===== config.mk =====
export PLATFORM = sky130hd
export DESIGN_NAME = dc_controller
export DESIGN_NICKNAME = d
export VERILOG_FILES = /design/src/verilog/dcache_pkg.sv /design/src/verilog/dc_controller.sv
export SDC_FILE = /design/constraint.sdc
export NUM_CORES = 1
export LEC_CHECK = 0
export BUFFER_PORTS_ARGS = -buffer_cell sky130_fd_sc_hd__buf_2
export CORE_AREA = 2 2 459 461
export DETAILED_ROUTE_END_ITERATION = 10
export DIE_AREA = 0 0 461 463
export PLACE_DENSITY_LB_ADDON = 0.15
export SETUP_SLACK_MARGIN = 0.02
export SLEW_MARGIN = 20
export SYNTH_ARGS = -nofsm -noshare
export SYNTH_HDL_FRONTEND = slang
export SYNTH_SLANG_ARGS = --single-unit

===== constraint.sdc =====
create_clock -name clk -period 20.6 [get_ports clk]
set_input_delay 5.15 -clock clk [delete_from_list [all_inputs] [get_ports clk]]
set_output_delay 5.15 -clock clk [all_outputs]
set_load 0.02 [all_outputs]

===== src/verilog/dcache_pkg.sv =====
package dcache_pkg;

	// ====================
	// Address and line geometry
	// ====================
	localparam int ADDR_W      = 32;
	localparam int WORD_W      = 32;
	localparam int WORD_BYTES  = WORD_W / 8;
	localparam int LINE_WORDS  = 4;
	localparam int LINE_W      = LINE_WORDS * WORD_W;
	localparam int LINE_SEL_W  = LINE_W / 8;
	// Word offset inside a line, and byte offset of the whole line
	localparam int OFF_W       = $clog2(LINE_WORDS);
	localparam int LINE_OFF_W  = $clog2(LINE_SEL_W);

	// L1 fields
	localparam int L1_LINES    = 16;
	localparam int L1_IDX_W    = $clog2(L1_LINES);
	localparam int L1_TAG_W    = ADDR_W - L1_IDX_W - LINE_OFF_W;

	// L2 fields and lookup pipeline
	localparam int L2_LINES    = 64;
	localparam int L2_IDX_W    = $clog2(L2_LINES);
	localparam int L2_TAG_W    = ADDR_W - L2_IDX_W - LINE_OFF_W;
	localparam int L2_READ_LAT = 2;
	localparam int L2_CNT_W    = $clog2(L2_READ_LAT + 1);

	// Boot ROM sits where the upper address half is all ones
	localparam int ROM_HI_W    = 16;
	localparam logic [ROM_HI_W-1:0] ROM_BASE_HI = '1;
	localparam int ROM_LINES   = 16;
	localparam int ROM_IDX_W   = $clog2(ROM_LINES);

	// Bus line fill counter
	localparam int FILL_CNT_W  = 32;

	// ====================
	// Enums
	// ====================
	typedef enum logic [2:0] {
		DC_IDLE, DC_INVAL, DC_L2_WAIT, DC_L2_CHECK, DC_ROM, DC_BUS, DC_FILL, DC_DONE
	} dc_state_e;

	// Wishbone cycle type identifiers
	typedef enum logic [2:0] {
		CTI_CLASSIC = 3'b000,
		CTI_INCR    = 3'b010,
		CTI_END     = 3'b111
	} cti_e;

endpackage


===== src/verilog/dc_controller.sv =====
`timescale 1ns/1ns
module dc_controller import dcache_pkg::*; (
	input  logic                  clk,
	input  logic                  rst_i,
	input  logic                  rd_i,
	input  logic                  wr_i,
	input  logic [ADDR_W-1:0]     line_adr_i,
	input  logic [OFF_W-1:0]      word_off_i,
	input  logic [LINE_W-1:0]     st_line_i,
	input  logic [LINE_SEL_W-1:0] st_sel_i,
	input  logic                  inv_pend_i,
	input  logic [ADDR_W-1:0]     inv_line_i,
	output logic                  inv_take_o,
	input  logic                  l1_hit_i,
	input  logic [LINE_W-1:0]     l1_line_i,
	output logic                  l1_wr_o,
	output logic                  l1_inv_o,
	output logic [L1_IDX_W-1:0]   l1_index_o,
	output logic [L1_TAG_W-1:0]   l1_tag_o,
	output logic [LINE_W-1:0]     l1_wline_o,
	output logic [LINE_SEL_W-1:0] l1_wsel_o,
	input  logic                  l2_hit_i,
	input  logic [LINE_W-1:0]     l2_line_i,
	output logic                  l2_wr_o,
	output logic [ADDR_W-1:0]     l2_adr_o,
	output logic [LINE_W-1:0]     l2_wline_o,
	output logic [LINE_SEL_W-1:0] l2_wsel_o,
	input  logic [LINE_W-1:0]     rom_line_i,
	output logic                  fetch_o,
	output logic [ADDR_W-1:0]     fetch_adr_o,
	input  logic                  fill_done_i,
	input  logic [LINE_W-1:0]     fill_line_i,
	input  logic                  fill_err_i,
	output logic                  ready_o,
	output logic                  rd_done_o,
	output logic [WORD_W-1:0]     rd_data_o,
	output logic                  rd_err_o,
	output logic [FILL_CNT_W-1:0] fill_cnt_o
);

dc_state_e             state;
dc_state_e             cur;
logic [L2_CNT_W-1:0]   wait_cnt;
logic [LINE_W-1:0]     line_q;
logic                  err_q;
logic                  from_bus;
logic                  is_rom;
logic                  st_ok;
logic [ADDR_W-1:0]     l1_adr;

// A pending invalidate takes over the idle cycle
assign cur        = (state == DC_IDLE && inv_pend_i) ? DC_INVAL : state;
assign ready_o    = (cur == DC_IDLE);
assign inv_take_o = (cur == DC_INVAL);
assign l1_inv_o   = (cur == DC_INVAL);

assign is_rom = (line_adr_i[ADDR_W-1 -: ROM_HI_W] == ROM_BASE_HI);
// ROM region is read only
assign st_ok  = (cur == DC_IDLE) && wr_i && !rd_i && !is_rom;

// L1 port addressed by the invalidate line or the request line
assign l1_adr      = (cur == DC_INVAL) ? inv_line_i : line_adr_i;
assign l1_index_o  = l1_adr[LINE_OFF_W +: L1_IDX_W];
assign l1_tag_o    = l1_adr[ADDR_W-1 -: L1_TAG_W];
assign l2_adr_o    = line_adr_i;
assign fetch_adr_o = line_adr_i;

// ====================
// Line store writes
// ====================
// Stores go to L1 on a hit
// L2 merges them only if the line is resident there
always_comb begin
	l1_wr_o    = st_ok && l1_hit_i;
	l2_wr_o    = st_ok;
	l1_wline_o = st_line_i;
	l1_wsel_o  = st_sel_i;
	l2_wline_o = st_line_i;
	l2_wsel_o  = st_sel_i;
	if (cur == DC_FILL) begin
		l1_wr_o    = 1'b1;
		l2_wr_o    = from_bus;
		l1_wline_o = line_q;
		l1_wsel_o  = '1;
		l2_wline_o = line_q;
		l2_wsel_o  = '1;
	end
end

// ====================
// Main FSM
// ====================
always_ff @(posedge clk) begin
	if (rst_i) begin
		state      <= DC_IDLE;
		wait_cnt   <= '0;
		err_q      <= 1'b0;
		from_bus   <= 1'b0;
		fetch_o    <= 1'b0;
		rd_done_o  <= 1'b0;
		rd_err_o   <= 1'b0;
		fill_cnt_o <= '0;
	end else begin
		fetch_o   <= 1'b0;
		rd_done_o <= 1'b0;
		rd_err_o  <= 1'b0;
		case (cur)
		DC_IDLE: begin
			err_q    <= 1'b0;
			from_bus <= 1'b0;
			wait_cnt <= '0;
			if (rd_i) begin
				if (l1_hit_i)
					state <= DC_DONE;
				else if (is_rom)
					state <= DC_ROM;
				else
					state <= DC_L2_WAIT;
			end
		end
		// Invalidate lands on this edge
		DC_INVAL:    state <= DC_IDLE;
		DC_L2_WAIT: begin
			wait_cnt <= wait_cnt + 1'b1;
			if (wait_cnt == L2_CNT_W'(L2_READ_LAT - 1))
				state <= DC_L2_CHECK;
		end
		DC_L2_CHECK: begin
			if (l2_hit_i) begin
				state <= DC_FILL;
			end else begin
				fetch_o <= 1'b1;
				state   <= DC_BUS;
			end
		end
		DC_ROM:      state <= DC_FILL;
		DC_BUS: begin
			if (fill_done_i) begin
				// Failed fill skips the line write
				err_q    <= fill_err_i;
				from_bus <= !fill_err_i;
				state    <= fill_err_i ? DC_DONE : DC_FILL;
			end
		end
		DC_FILL: begin
			if (from_bus)
				fill_cnt_o <= fill_cnt_o + 1'b1;
			state <= DC_DONE;
		end
		DC_DONE: begin
			rd_done_o <= 1'b1;
			rd_err_o  <= err_q;
			state     <= DC_IDLE;
		end
		default:     state <= DC_IDLE;
		endcase
	end
end

// Line capture from whichever source answered
always_ff @(posedge clk) begin
	case (cur)
	DC_IDLE:     line_q <= l1_line_i;
	DC_L2_CHECK: line_q <= l2_line_i;
	DC_ROM:      line_q <= rom_line_i;
	DC_BUS:      line_q <= fill_line_i;
	default:     line_q <= line_q;
	endcase
	if (cur == DC_DONE)
		rd_data_o <= err_q ? '0 : line_q[word_off_i*WORD_W +: WORD_W];
end

endmodule


**After elaboration in Yosys (flattened, before gate mapping)**

Cells that the tools add are included.

- Add/subtract/negate cells: 2
- Equality and inequality tests: 12
- Shift-type cells: 1
- Mux-type cells: 22
- Bitwise operators: 2
- Reduce and logical (&&, ||, !) cells: 19

Operators by type and width:

| kind | count |
|---|---|
| $pmux W128 S4 | 1 |
| $mux W128 | 1 |
| $shiftx A128 B8 Y32 | 1 |
| $add A32 B1 Y32 const B | 1 |
| $mux W32 | 1 |
| $pmux W3 S7 | 1 |
| $mux W3 | 6 |
| $eq A16 B16 Y1 const B | 1 |
| $mux W16 | 1 |
| $eq A3 B3 Y1 const B | 4 |
| $mux W1 | 7 |
| $eq A3 B2 Y1 const B | 2 |
| $logic_not A3 Y1 | 2 |
| $ne A2 B2 Y1 const B | 3 |
| $reduce_or A2 Y1 | 3 |
| $logic_and A1 B1 Y1 | 5 |
| $pmux W1 S2 | 2 |
| $pmux W2 S2 | 1 |
| $reduce_and A2 Y1 | 2 |
| $reduce_bool A2 Y1 | 2 |
| $reduce_bool A4 Y1 | 1 |
| $eq A3 B1 Y1 const B | 1 |
| $logic_not A1 Y1 | 3 |
| $reduce_and A3 Y1 | 1 |
| other kinds (4) | 5 |

- Register bits after elaboration: 202
- Bits of input ports: 731
- Output and inout port bits: 452
- Logic and storage cells: 68

**Depth between registers and ports, before layout**

Gate-level depths: netlist of the first run.

- Depth after elaboration: 9
- Mapped depth: 8

**Worst setup path after synthesis of the first run**

No wires, ideal clock.

- Path type: input port to flip-flop
- Start: input inv_pend_i
- End: register line_q[0] (enable)
- Library setup time: 0.660 ns
- Arrival: 11.278 ns
- Data required time: 19.940 ns
- Path slack: 8.663 ns
- Cell stages on the path: 3
- Buffers on the path: 0
- Cell sequence: nor2_1 nor2_1 o22ai_1

- Longest elaborated chain between the ends: 4
- Elaborated cells on any way between the ends: 7
- Those cells by class: eq/ne (3); mux (1); reduce/logical (3)

RTL lines:

| item | line | RTL |
|---|---|---|
| from (decl) | dc_controller.sv:11 | `input logic inv_pend_i,` |
| $logic_and A1 B1 Y1 (*) | dc_controller.sv:52 | `assign cur = (state == DC_IDLE && inv_pend_i) ? DC_INVAL : state;` |
| $mux W3 (*) | dc_controller.sv:52 |  |
| $eq A3 B3 Y1, or another cell as far along | dc_controller.sv:162 | `case (cur)` |
| $reduce_bool A4 Y1 (no source line) (*) | -- |  |
| to (signal assigned) | dc_controller.sv:163 | `DC_IDLE: line_q <= l1_line_i;` |
| to (signal assigned) | dc_controller.sv:164 | `DC_L2_CHECK: line_q <= l2_line_i;` |
| to (signal assigned) | dc_controller.sv:165 | `DC_ROM: line_q <= rom_line_i;` |
| to (decl) | dc_controller.sv:44 | `logic [LINE_W-1:0] line_q;` |

Mark *: on every way between the ends. The rest lies on a longest branch, timed or not.
A chain may end at the register's enable or synchronous reset.

**Final worst setup path of the first run**

- Start: input line_adr_i[28]
- End: output l1_wr_o

- Longest elaborated chain between the ends: 5

RTL lines:

| item | line | RTL |
|---|---|---|
| from (decl) | dc_controller.sv:7 | `input logic [ADDR_W-1:0] line_adr_i,` |
| $eq A16 B16 Y1 | dc_controller.sv:57 | `assign is_rom = (line_adr_i[ADDR_W-1 -: ROM_HI_W] == ROM_BASE_HI);` |
| $logic_not A1 Y1 | dc_controller.sv:59 | `assign st_ok = (cur == DC_IDLE) && wr_i && !rd_i && !is_rom;` |
| $logic_and A1 B1 Y1 | dc_controller.sv:59 |  |
| $logic_and A1 B1 Y1 | dc_controller.sv:74 | `l1_wr_o = st_ok && l1_hit_i;` |
| $mux W1 | dc_controller.sv:80 | `if (cur == DC_FILL) begin` |
| to (decl) | dc_controller.sv:16 | `output logic l1_wr_o,` |

Every way passes these cells.

==> results of run 1 <==
## cell usage after synthesis, drive strengths merged, types with 9 or more instances
| master | n | area share [%] |
|---|---|---|
| buf | 243 | 11 |
| inv | 9 | 0.22 |
| edfxtp | 160 | 31 |
| nand2b | 18 | 0.73 |
| mux4 | 32 | 4.7 |
| nor2b | 38 | 1.5 |
| mux2 | 31 | 2.3 |
| o22ai | 124 | 5.0 |
| o31ai | 13 | 0.63 |
| dfxtp | 42 | 5.4 |
| clkbuf | 125 | 3.0 |
| nor2 | 23 | 0.56 |
| nand2 | 401 | 9.7 |
| o21a | 123 | 6.0 |
| o221ai | 123 | 7.0 |
| nand3 | 16 | 0.52 |
| or3 | 9 | 0.40 |
| o21ai | 135 | 4.4 |
| nor4 | 12 | 0.48 |
| a21oi | 32 | 1.0 |
| or4 | 14 | 0.68 |
| nand4 | 13 | 0.57 |
## worst register-to-register path, cell delays in order, from the launching register on
cell      delay (ns)
dfxtp_1         0.30
buf_4           0.32
nand2b_4        0.61
buf_4           0.51
buf_4           0.72
buf_4           0.73
o22ai_1         0.22
o21ai_0         0.19
o21a_1          0.31
## layer usage
layer	GRT usage [%]	up-vias	share of wire [%]
met1	18.7	9029	41
li1	-	8298	-
met2	24.2	1159	45
met5	0	-	0.37
met3	6.45	310	12
met4	3.26	102	2.3
## flip-flops by register name, summed over array words and instances (netlist names)
name	count
rd_err_o	1
fetch_o	1
state	3
from_bus	1
line_q	128
rd_done_o	1
rd_data_o	32
fill_cnt_o	32
err_q	1
wait_cnt	2
## how the worst max path moves through the flow
stage,slack [ns],cells after the start,end,startpoint
2_1_floorplan,8.66,3,line_q[0],inv_pend_i
3_3_place_gp,8.01,5,l1_wr_o,line_adr_i[25]
3_5_place_dp,7.95,5,l1_wr_o,line_adr_i[25]
4_1_cts,7.94,5,l1_wr_o,line_adr_i[25]
5_1_grt,8.22,5,l1_wr_o,line_adr_i[25]
6_report,8.35,5,l1_wr_o,line_adr_i[28]
## metrics by stage
stage | cells | total power [uW] | worst slack [ns] | hold WS, ns
2_1_floorplan | 1791 | 1950 | 8.66 | 0.432
3_3_place_gp | 5423 | 3020 | 8.01 | 0.450
3_5_place_dp | 5423 | 3010 | 7.95 | 0.451
4_1_cts | 5491 | 3770 | 7.94 | 0.459
5_1_grt | 5500 | 3860 | 8.22 | 0.475
6_report | 5539 | 3620 | 8.35 | 0.451
## area by class of cell
cell class              count  area, sq um
clock inverters            17          219
fillers                 24300       184000
diodes                     48          120
well taps                2805         3510
clock buffers              51         1090
inverters                   9         38.8
repair buffers           1195         6080
multi-input cells        1212         7640
flip-flops and latches    202         5650
## power breakdown
| part | leakage [uW] | internal [uW] | switching, uW | total [uW] |
|---|---|---|---|---|
| clock network | 0.000646 | 434 | 279 | 713 |
| registers | 0.00187 | 715 | 313 | 1030 |
| logic | 0.00743 | 581 | 1300 | 1880 |
## cells by family after synthesis
| logic type | after synthesis |
|---|---|
| simple gates | 566 |
| buf+inv | 377 |
| compound gates | 572 |
| fa+ha+maj | 2 |
| xor+xnor | 9 |
| flops | 202 |
| mux | 63 |
==> Implementation_results.wiki, run 1 <==
{| class="wikitable"
! Metric !! Value
|-
| Outcome || finished clean
|-
| CP Buf/Inv Count || 2
|-
| CP startpoint kind || primary input
|-
| Boundary pin count || 1183
|-
| Aggregate negative setup slack || 0 ns
|-
| Count of synthesis-stage warnings from yosys || 0
|-
| CTS max path bufs || 3
|-
| Clock latency at the later pin of the worst-skew pair || 0.65 ns
|-
| End-of-flow core utilization || 11.7%
|-
| Static leakage || 0.00995 uW
|-
| Port-buffer cells || 1166
|-
| Number of enable-type register cells in the synthesized netlist || 160
|-
| Count of nets after finishing || 3391
|-
| Post-synthesis adder-cell area fraction || 0.162%
|-
| Die area || 0.213 sq mm
|-
| Worst EP arrival || 7.10 ns
|-
| Worst R2R Start || state[1]
|-
| Num rows || 168
|-
| Leading cell types in the layout, fill and taps excluded || 1164 x buf_2, 400 x nand2_1, 160 x edfxtp_1, 135 x o21ai_0
|-
| Number of library cell types mapped by synthesis || 48
|-
| Share of cells above drive strength 1 || 49.6%
|-
| Average wire per cell in the routed design || 30.5 um
|-
| CP max stage delay || 0.74 ns
|-
| Post-synthesis sequential area ratio || 36.5%
|-
| Cell area after placement || 0.0229 sq mm
|-
| Data required time at the worst endpoint || 15.45 ns
|-
| Aggregate global routing overflow || 0
|-
| Clock-pin slew on the worst setup and hold paths || 0.05 ns
|-
| Reg-to-reg critical path endpoint || line_q[85]
|-
| # Max-Cap Violations || 0
|-
| Initial standard-cell utilization of the core || 7.42%
|-
| Peak supply drop || 0.0000891 V
|-
| Cell Chain, Critical Path || buf_2 > nand4_1 > nor4_2 > o31ai_1 > buf_2
|-
| Per-instance average area after synthesis || 8.64 sq um
|-
| Root Buffer Master || clkbuf_16
|-
| Hold violation count in the final report || 0
|-
| Final instance area || 0.0244 sq mm
|-
| Setup slack of the most critical reg-to-reg path || 16.46 ns
|-
| Final critical-path share of the clock period || 59.5%
|-
| Final ANT Viol Nets || 0
|-
| Wire length of the first global-routing pass || 207000 um
|-
| Post-synth top flop || edfxtp_1
|-
| Wire length reported by the detailed router || 169000 um
|-
| Share of async-settable or async-resettable flops after synthesis || 0%
|-
| Top cell by count, worst path || buf_2
|-
| Setup repair after global routing missed its margin || no
|-
| Antenna violations before repair || 187
|-
| WHS Endpoint || wait_cnt[1]
|-
| Vias after detailed routing || 18900
|-
| Xor and xnor area share after synthesis || 0.509%
|-
| Area fraction in compound gates after synthesis || 25.1%
|-
| Violation count after the first detailed-route iteration || 1324
|-
| Inserted Clock Buffers || 38
|-
| Critical path class || primary input to output port
|-
| Path type of the worst min-delay path || flop to flop
|-
| Vias/cell || 3.41
|-
| Proportion of synthesized area in mux cells || 6.91%
|-
| Critical-path cell with the highest stage delay || nor4_2
|-
| HPWL after detailed placement || 142000 um
|-
| Worst-case clock skew || 0.0339 ns
|-
| GRT Overall Usage || 15.1%
|-
| Worst hold path cell count || 2
|-
| Simple-gate share of the synthesized area || 16.3%
|-
| Fmax achieved || 81.6 MHz
|-
| Fin. max-slew vios || 0
|-
| X dimension of the die || 461 um
|-
| Post-route DRC || 0
|-
| Cell area after technology mapping || 0.0155 sq mm
|-
| Number of detailed-routing iterations run before antenna repair || 5
|-
| Buffers inserted by post-CTS timing repair || 0
|-
| Critical Path Fanout Max || 4
|-
| Area of the placeable core || 0.209 sq mm
|-
| Clock sink count || 202
|-
| Number of H-tree branching levels || 2
|-
| Via count of the first global-routing pass || 18100
|-
| Tmin final || 12.25 ns
|-
| Layout area overhead || 57.4%
|-
| Endpoint kind of the worst setup timing path || output port
|-
| Final RePlAce weighted congestion || 0.869
|-
| Post-cts resize count || 0
|-
| CP top delay family || simple AND/OR/NAND/NOR gates
|-
| Number of cells on the worst reg-to-reg path || 8
|-
| Number of setup violations in the final report || 0
|-
| Die height || 463 um
|-
| TritonCTS clock tree || built
|-
| Dominant combinational cell family by area after synthesis || compound AO/OA/AOI/OAI gates
|-
| Maximum number of pins on one net before global-route repair || 108
|-
| Max-slew headroom || 21.0%
|-
| Power density cells || 149 mW/mm^2
|-
| Post-cts hold buffer count || 0
|-
| Slew @ Worst Pin || 1.18 ns
|-
| Register bit count reported by yosys || 202
|-
| Commonest non-fill, non-tap cell in the layout || buf_2
|-
| Mapped Nets || 2524
|-
| Hold path startpoint || wait_cnt[1]
|-
| Cell count after synthesis || 1791
|}
No activity file was read; power rests on OpenSTA's default activity.
==> inputs of run 2 (changes only) <==
--- a/config.mk
+++ b/config.mk
@@ -6,9 +6,9 @@
 export NUM_CORES = 1
 export LEC_CHECK = 0
 export BUFFER_PORTS_ARGS = -buffer_cell sky130_fd_sc_hd__buf_2
-export CORE_AREA = 2 2 459 461
+export CORE_AREA = 2 2 458 460
 export DETAILED_ROUTE_END_ITERATION = 10
-export DIE_AREA = 0 0 461 463
+export DIE_AREA = 0 0 460 462
 export PLACE_DENSITY_LB_ADDON = 0.15
 export SETUP_SLACK_MARGIN = 0.02
 export SLEW_MARGIN = 20
==> constraint.sdc (replaced) <==
create_clock -name clk -period 11.1 [get_ports clk]
set_input_delay 2.775 -clock clk [delete_from_list [all_inputs] [get_ports clk]]
set_output_delay 2.775 -clock clk [all_outputs]
set_load 0.02 [all_outputs]
==> run 2 against run 1 <==
Total power grew 86%. Via count about the same. Hold slack gained 0.013 ns. Sequential cell count unchanged. Sequential share of layout area is 0.11 points higher. Cell count down 1.6%. Non-clock buffer count up 2.
==> Implementation_results.wiki, run 2 (synthesis gave the netlist of run 1 again) <==
{| class="wikitable"
! Metric !! Value
|-
| Outcome || finished clean (unchanged)
|-
| Average wire per cell in the routed design || 31.5 um (was 30.5 um)
|-
| # Max-Cap Violations || 0 (unchanged)
|-
| Slew @ Worst Pin || 1.08 ns (was 1.18 ns)
|-
| Number of setup violations in the final report || 0 (unchanged)
|-
| Max reg flops || 128 (unchanged)
|-
| Initial standard-cell utilization of the core || 7.44% (was 7.42%)
|-
| Layout area overhead || 56.6% (was 57.4%)
|-
| Setup WS pre-CTS || 3.44 ns (was 7.95 ns)
|-
| Clock sink count || 202 (unchanged)
|-
| Wire length reported by the detailed router || 172000 um (was 169000 um)
|-
| Commonest non-fill, non-tap cell in the layout || buf_2 (unchanged)
|-
| Port-buffer cells || 1166 (unchanged)
|-
| Final ANT Viol Nets || 0 (unchanged)
|-
| GRT Overall Usage || 15.3% (was 15.1%)
|-
| Buffers inserted by post-CTS timing repair || 0 (unchanged)
|-
| Power density cells || 278 mW/mm^2 (was 149 mW/mm^2)
|-
| Post-cts hold buffer count || 0 (unchanged)
|-
| Via count of the first global-routing pass || 18000 (was 18100)
|-
| CP top delay family || simple AND/OR/NAND/NOR gates (unchanged)
|-
| Leading cell types in the layout, fill and taps excluded || 1164 x buf_2, 400 x nand2_1, 160 x edfxtp_1, 135 x o21ai_0 (unchanged)
|-
| Die height || 462 um (was 463 um)
|-
| Sequential group share of total power || 27.8% (was 28.4%)
|-
| Final RePlAce weighted congestion || 0.838 (was 0.869)
|-
| Endpoint kind of the worst setup timing path || output port (unchanged)
|-
| CP Buf/Inv Count || 2 (unchanged)
|-
| CTS max path bufs || 3 (unchanged)
|-
| Aggregate global routing overflow || 0 (unchanged)
|-
| Clock latency at the later pin of the worst-skew pair || 0.63 ns (was 0.65 ns)
|-
| Fin. max-slew vios || 0 (unchanged)
|-
| Vias/cell || 3.47 (was 3.41)
|-
| Static leakage || 0.00997 uW (was 0.00995 uW)
|-
| Power share of the clock group || 19.5% (was 19.7%)
|-
| Smallest hold slack || 0.463 ns (was 0.451 ns)
|-
| X dimension of the die || 460 um (was 461 um)
|-
| Max-slew headroom || 28.1% (was 21.0%)
|-
| CP startpoint kind || primary input (unchanged)
|-
| Internal power component || 3190 uW (was 1730 uW)
|-
| Final instance area || 0.0242 sq mm (was 0.0244 sq mm)
|-
| Post-cts resize count || 0 (unchanged)
|-
| Worst EP arrival || 5.06 ns (was 7.10 ns)
|-
| Top reg by flops || line_q (unchanged)
|-
| Final critical-path share of the clock period || 70.6%
|-
| Setup slack of the most critical reg-to-reg path || 7.32 ns (was 16.46 ns)
|-
| Path type of the worst min-delay path || flop to flop (unchanged)
|-
| Critical-path cell with the highest stage delay || nor4_1 (was nor4_2)
|-
| Sum of internal, switching and leakage power || 6740 uW (was 3620 uW)
|-
| Root Buffer Master || clkbuf_16 (unchanged)
|-
| Inserted Clock Buffers || 40 (was 38)
|-
| Wire length of the first global-routing pass || 208000 um (was 207000 um)
|-
| CP max stage delay || 1.02 ns (was 0.74 ns)
|-
| Num rows || 168 (unchanged)
|-
| Count of nets after finishing || 3395 (was 3391)
|-
| Number of detailed-routing iterations run before antenna repair || 5 (unchanged)
|-
| Boundary pin count || 1183 (unchanged)
|-
| Worst-case clock skew || 0.0307 ns (was 0.0339 ns)
|-
| Cell area after placement || 0.0229 sq mm (about the same)
|-
| Die area || 0.213 sq mm (about the same)
|-
| Number of H-tree branching levels || 2 (unchanged)
|-
| Tmin final || 7.83 ns
|-
| Share of cells above drive strength 1 || 49.6% (about the same)
|-
| Hold violation count in the final report || 0 (unchanged)
|-
| Clock-pin slew on the worst setup and hold paths || 0.05 ns (about the same)
|-
| Switching power total || 3560 uW (was 1890 uW)
|-
| Critical path class || primary input to output port (unchanged)
|-
| Setup repair after global routing missed its margin || no (unchanged)
|-
| Vias after detailed routing || 18900 (about the same)
|-
| Data required time at the worst endpoint || 8.33 ns (was 15.45 ns)
|-
| Maximum number of pins on one net before global-route repair || 128 (was 108)
|-
| Peak supply drop || 0.000153 V (was 0.0000891 V)
|-
| Critical Path Fanout Max || 4 (unchanged)
|-
| Antenna violations before repair || 182 (was 187)
|-
| Area of the placeable core || 0.208 sq mm (was 0.209 sq mm)
|-
| Top cell by count, worst path || buf_2 (unchanged)
|-
| Post-route DRC || 0 (unchanged)
|-
| Cell Chain, Critical Path || buf_2 > nand4_1 > nor4_1 > o21ai_0 > buf_2 (was buf_2 > nand4_1 > nor4_2 > o31ai_1 > buf_2)
|-
| Logic gate share of total power || 52.6% (was 51.9%)
|-
| Largest registers ranked by flip-flop count || line_q: 128 flops, fill_cnt_o: 32 flops, rd_data_o: 32 flops (unchanged)
|-
| Fmax achieved || 128 MHz
|-
| TritonCTS clock tree || built (unchanged)
|-
| Violation count after the first detailed-route iteration || 1220 (was 1324)
|-
| HPWL after detailed placement || 144000 um (was 142000 um)
|-
| Aggregate negative setup slack || 0 ns (unchanged)
|-
| Final setup margin || 3.27 ns (was 8.35 ns)
|-
| Switching share of power || 52.8% (was 52.3%)
|}
## run 2: stage by stage
stage               cells  util [%]
floorplan            1791         -
global placement     5340      11.0
detailed placement   5340      11.0
CTS                  5412      11.6
global route         5422      11.6
finish               5448      11.7
## run 2: power groups by stage
| stage | sequential (uW) | clock, uW | combinational (uW) |
|---|---|---|---|
| after global routing | 1930 | 1410 | 3900 |
| after CTS | 1920 | 1410 | 3740 |
| after floorplan | 1480 | 0 | 2140 |
| final | 1880 | 1320 | 3550 |
| after global placement | 1930 | 0 | 3730 |
| after detailed placement | 1930 | 0 | 3720 |
## run 2: path summary, 6_finish.rpt
| path | startpoint | cells after the start | endpoint |
|---|---|---|---|
| worst min-delay path | wait_cnt[1] | 2 | wait_cnt[1] |
| worst max-delay path | line_adr_i[24] | 5 | l2_wr_o |
| worst min register to register | wait_cnt[1] | 2 | wait_cnt[1] |
| worst max register to register | state[1] | 6 | fill_cnt_o[29] |
## run 2: worst min-delay path, stage by stage (launching register included)
cell	delay [ns]
dfxtp_1	0.31
nand2_1	0.05
a21oi_1	0.05
## run 2: final cells by class
cell class,instances,area (sq um)
repair buffers,1197,6120
clock buffers,56,1160
well taps,2720,3400
multi-input cells,1212,7640
fillers,24200,184000
diodes,36,90.1
clock inverters,16,136
inverters,9,38.8
flip-flops and latches,202,5650
## run 2: per-layer routing
layer	part of all wire [%]	global-route usage, %	vias to the layer above	wire, um
li1	-	-	8301	-
met1	43	19.8	9088	73300
met2	45	24.4	1140	77000
met3	9.9	5.39	301	16900
met4	2.3	3.23	72	3950
met5	0.28	0	-	485
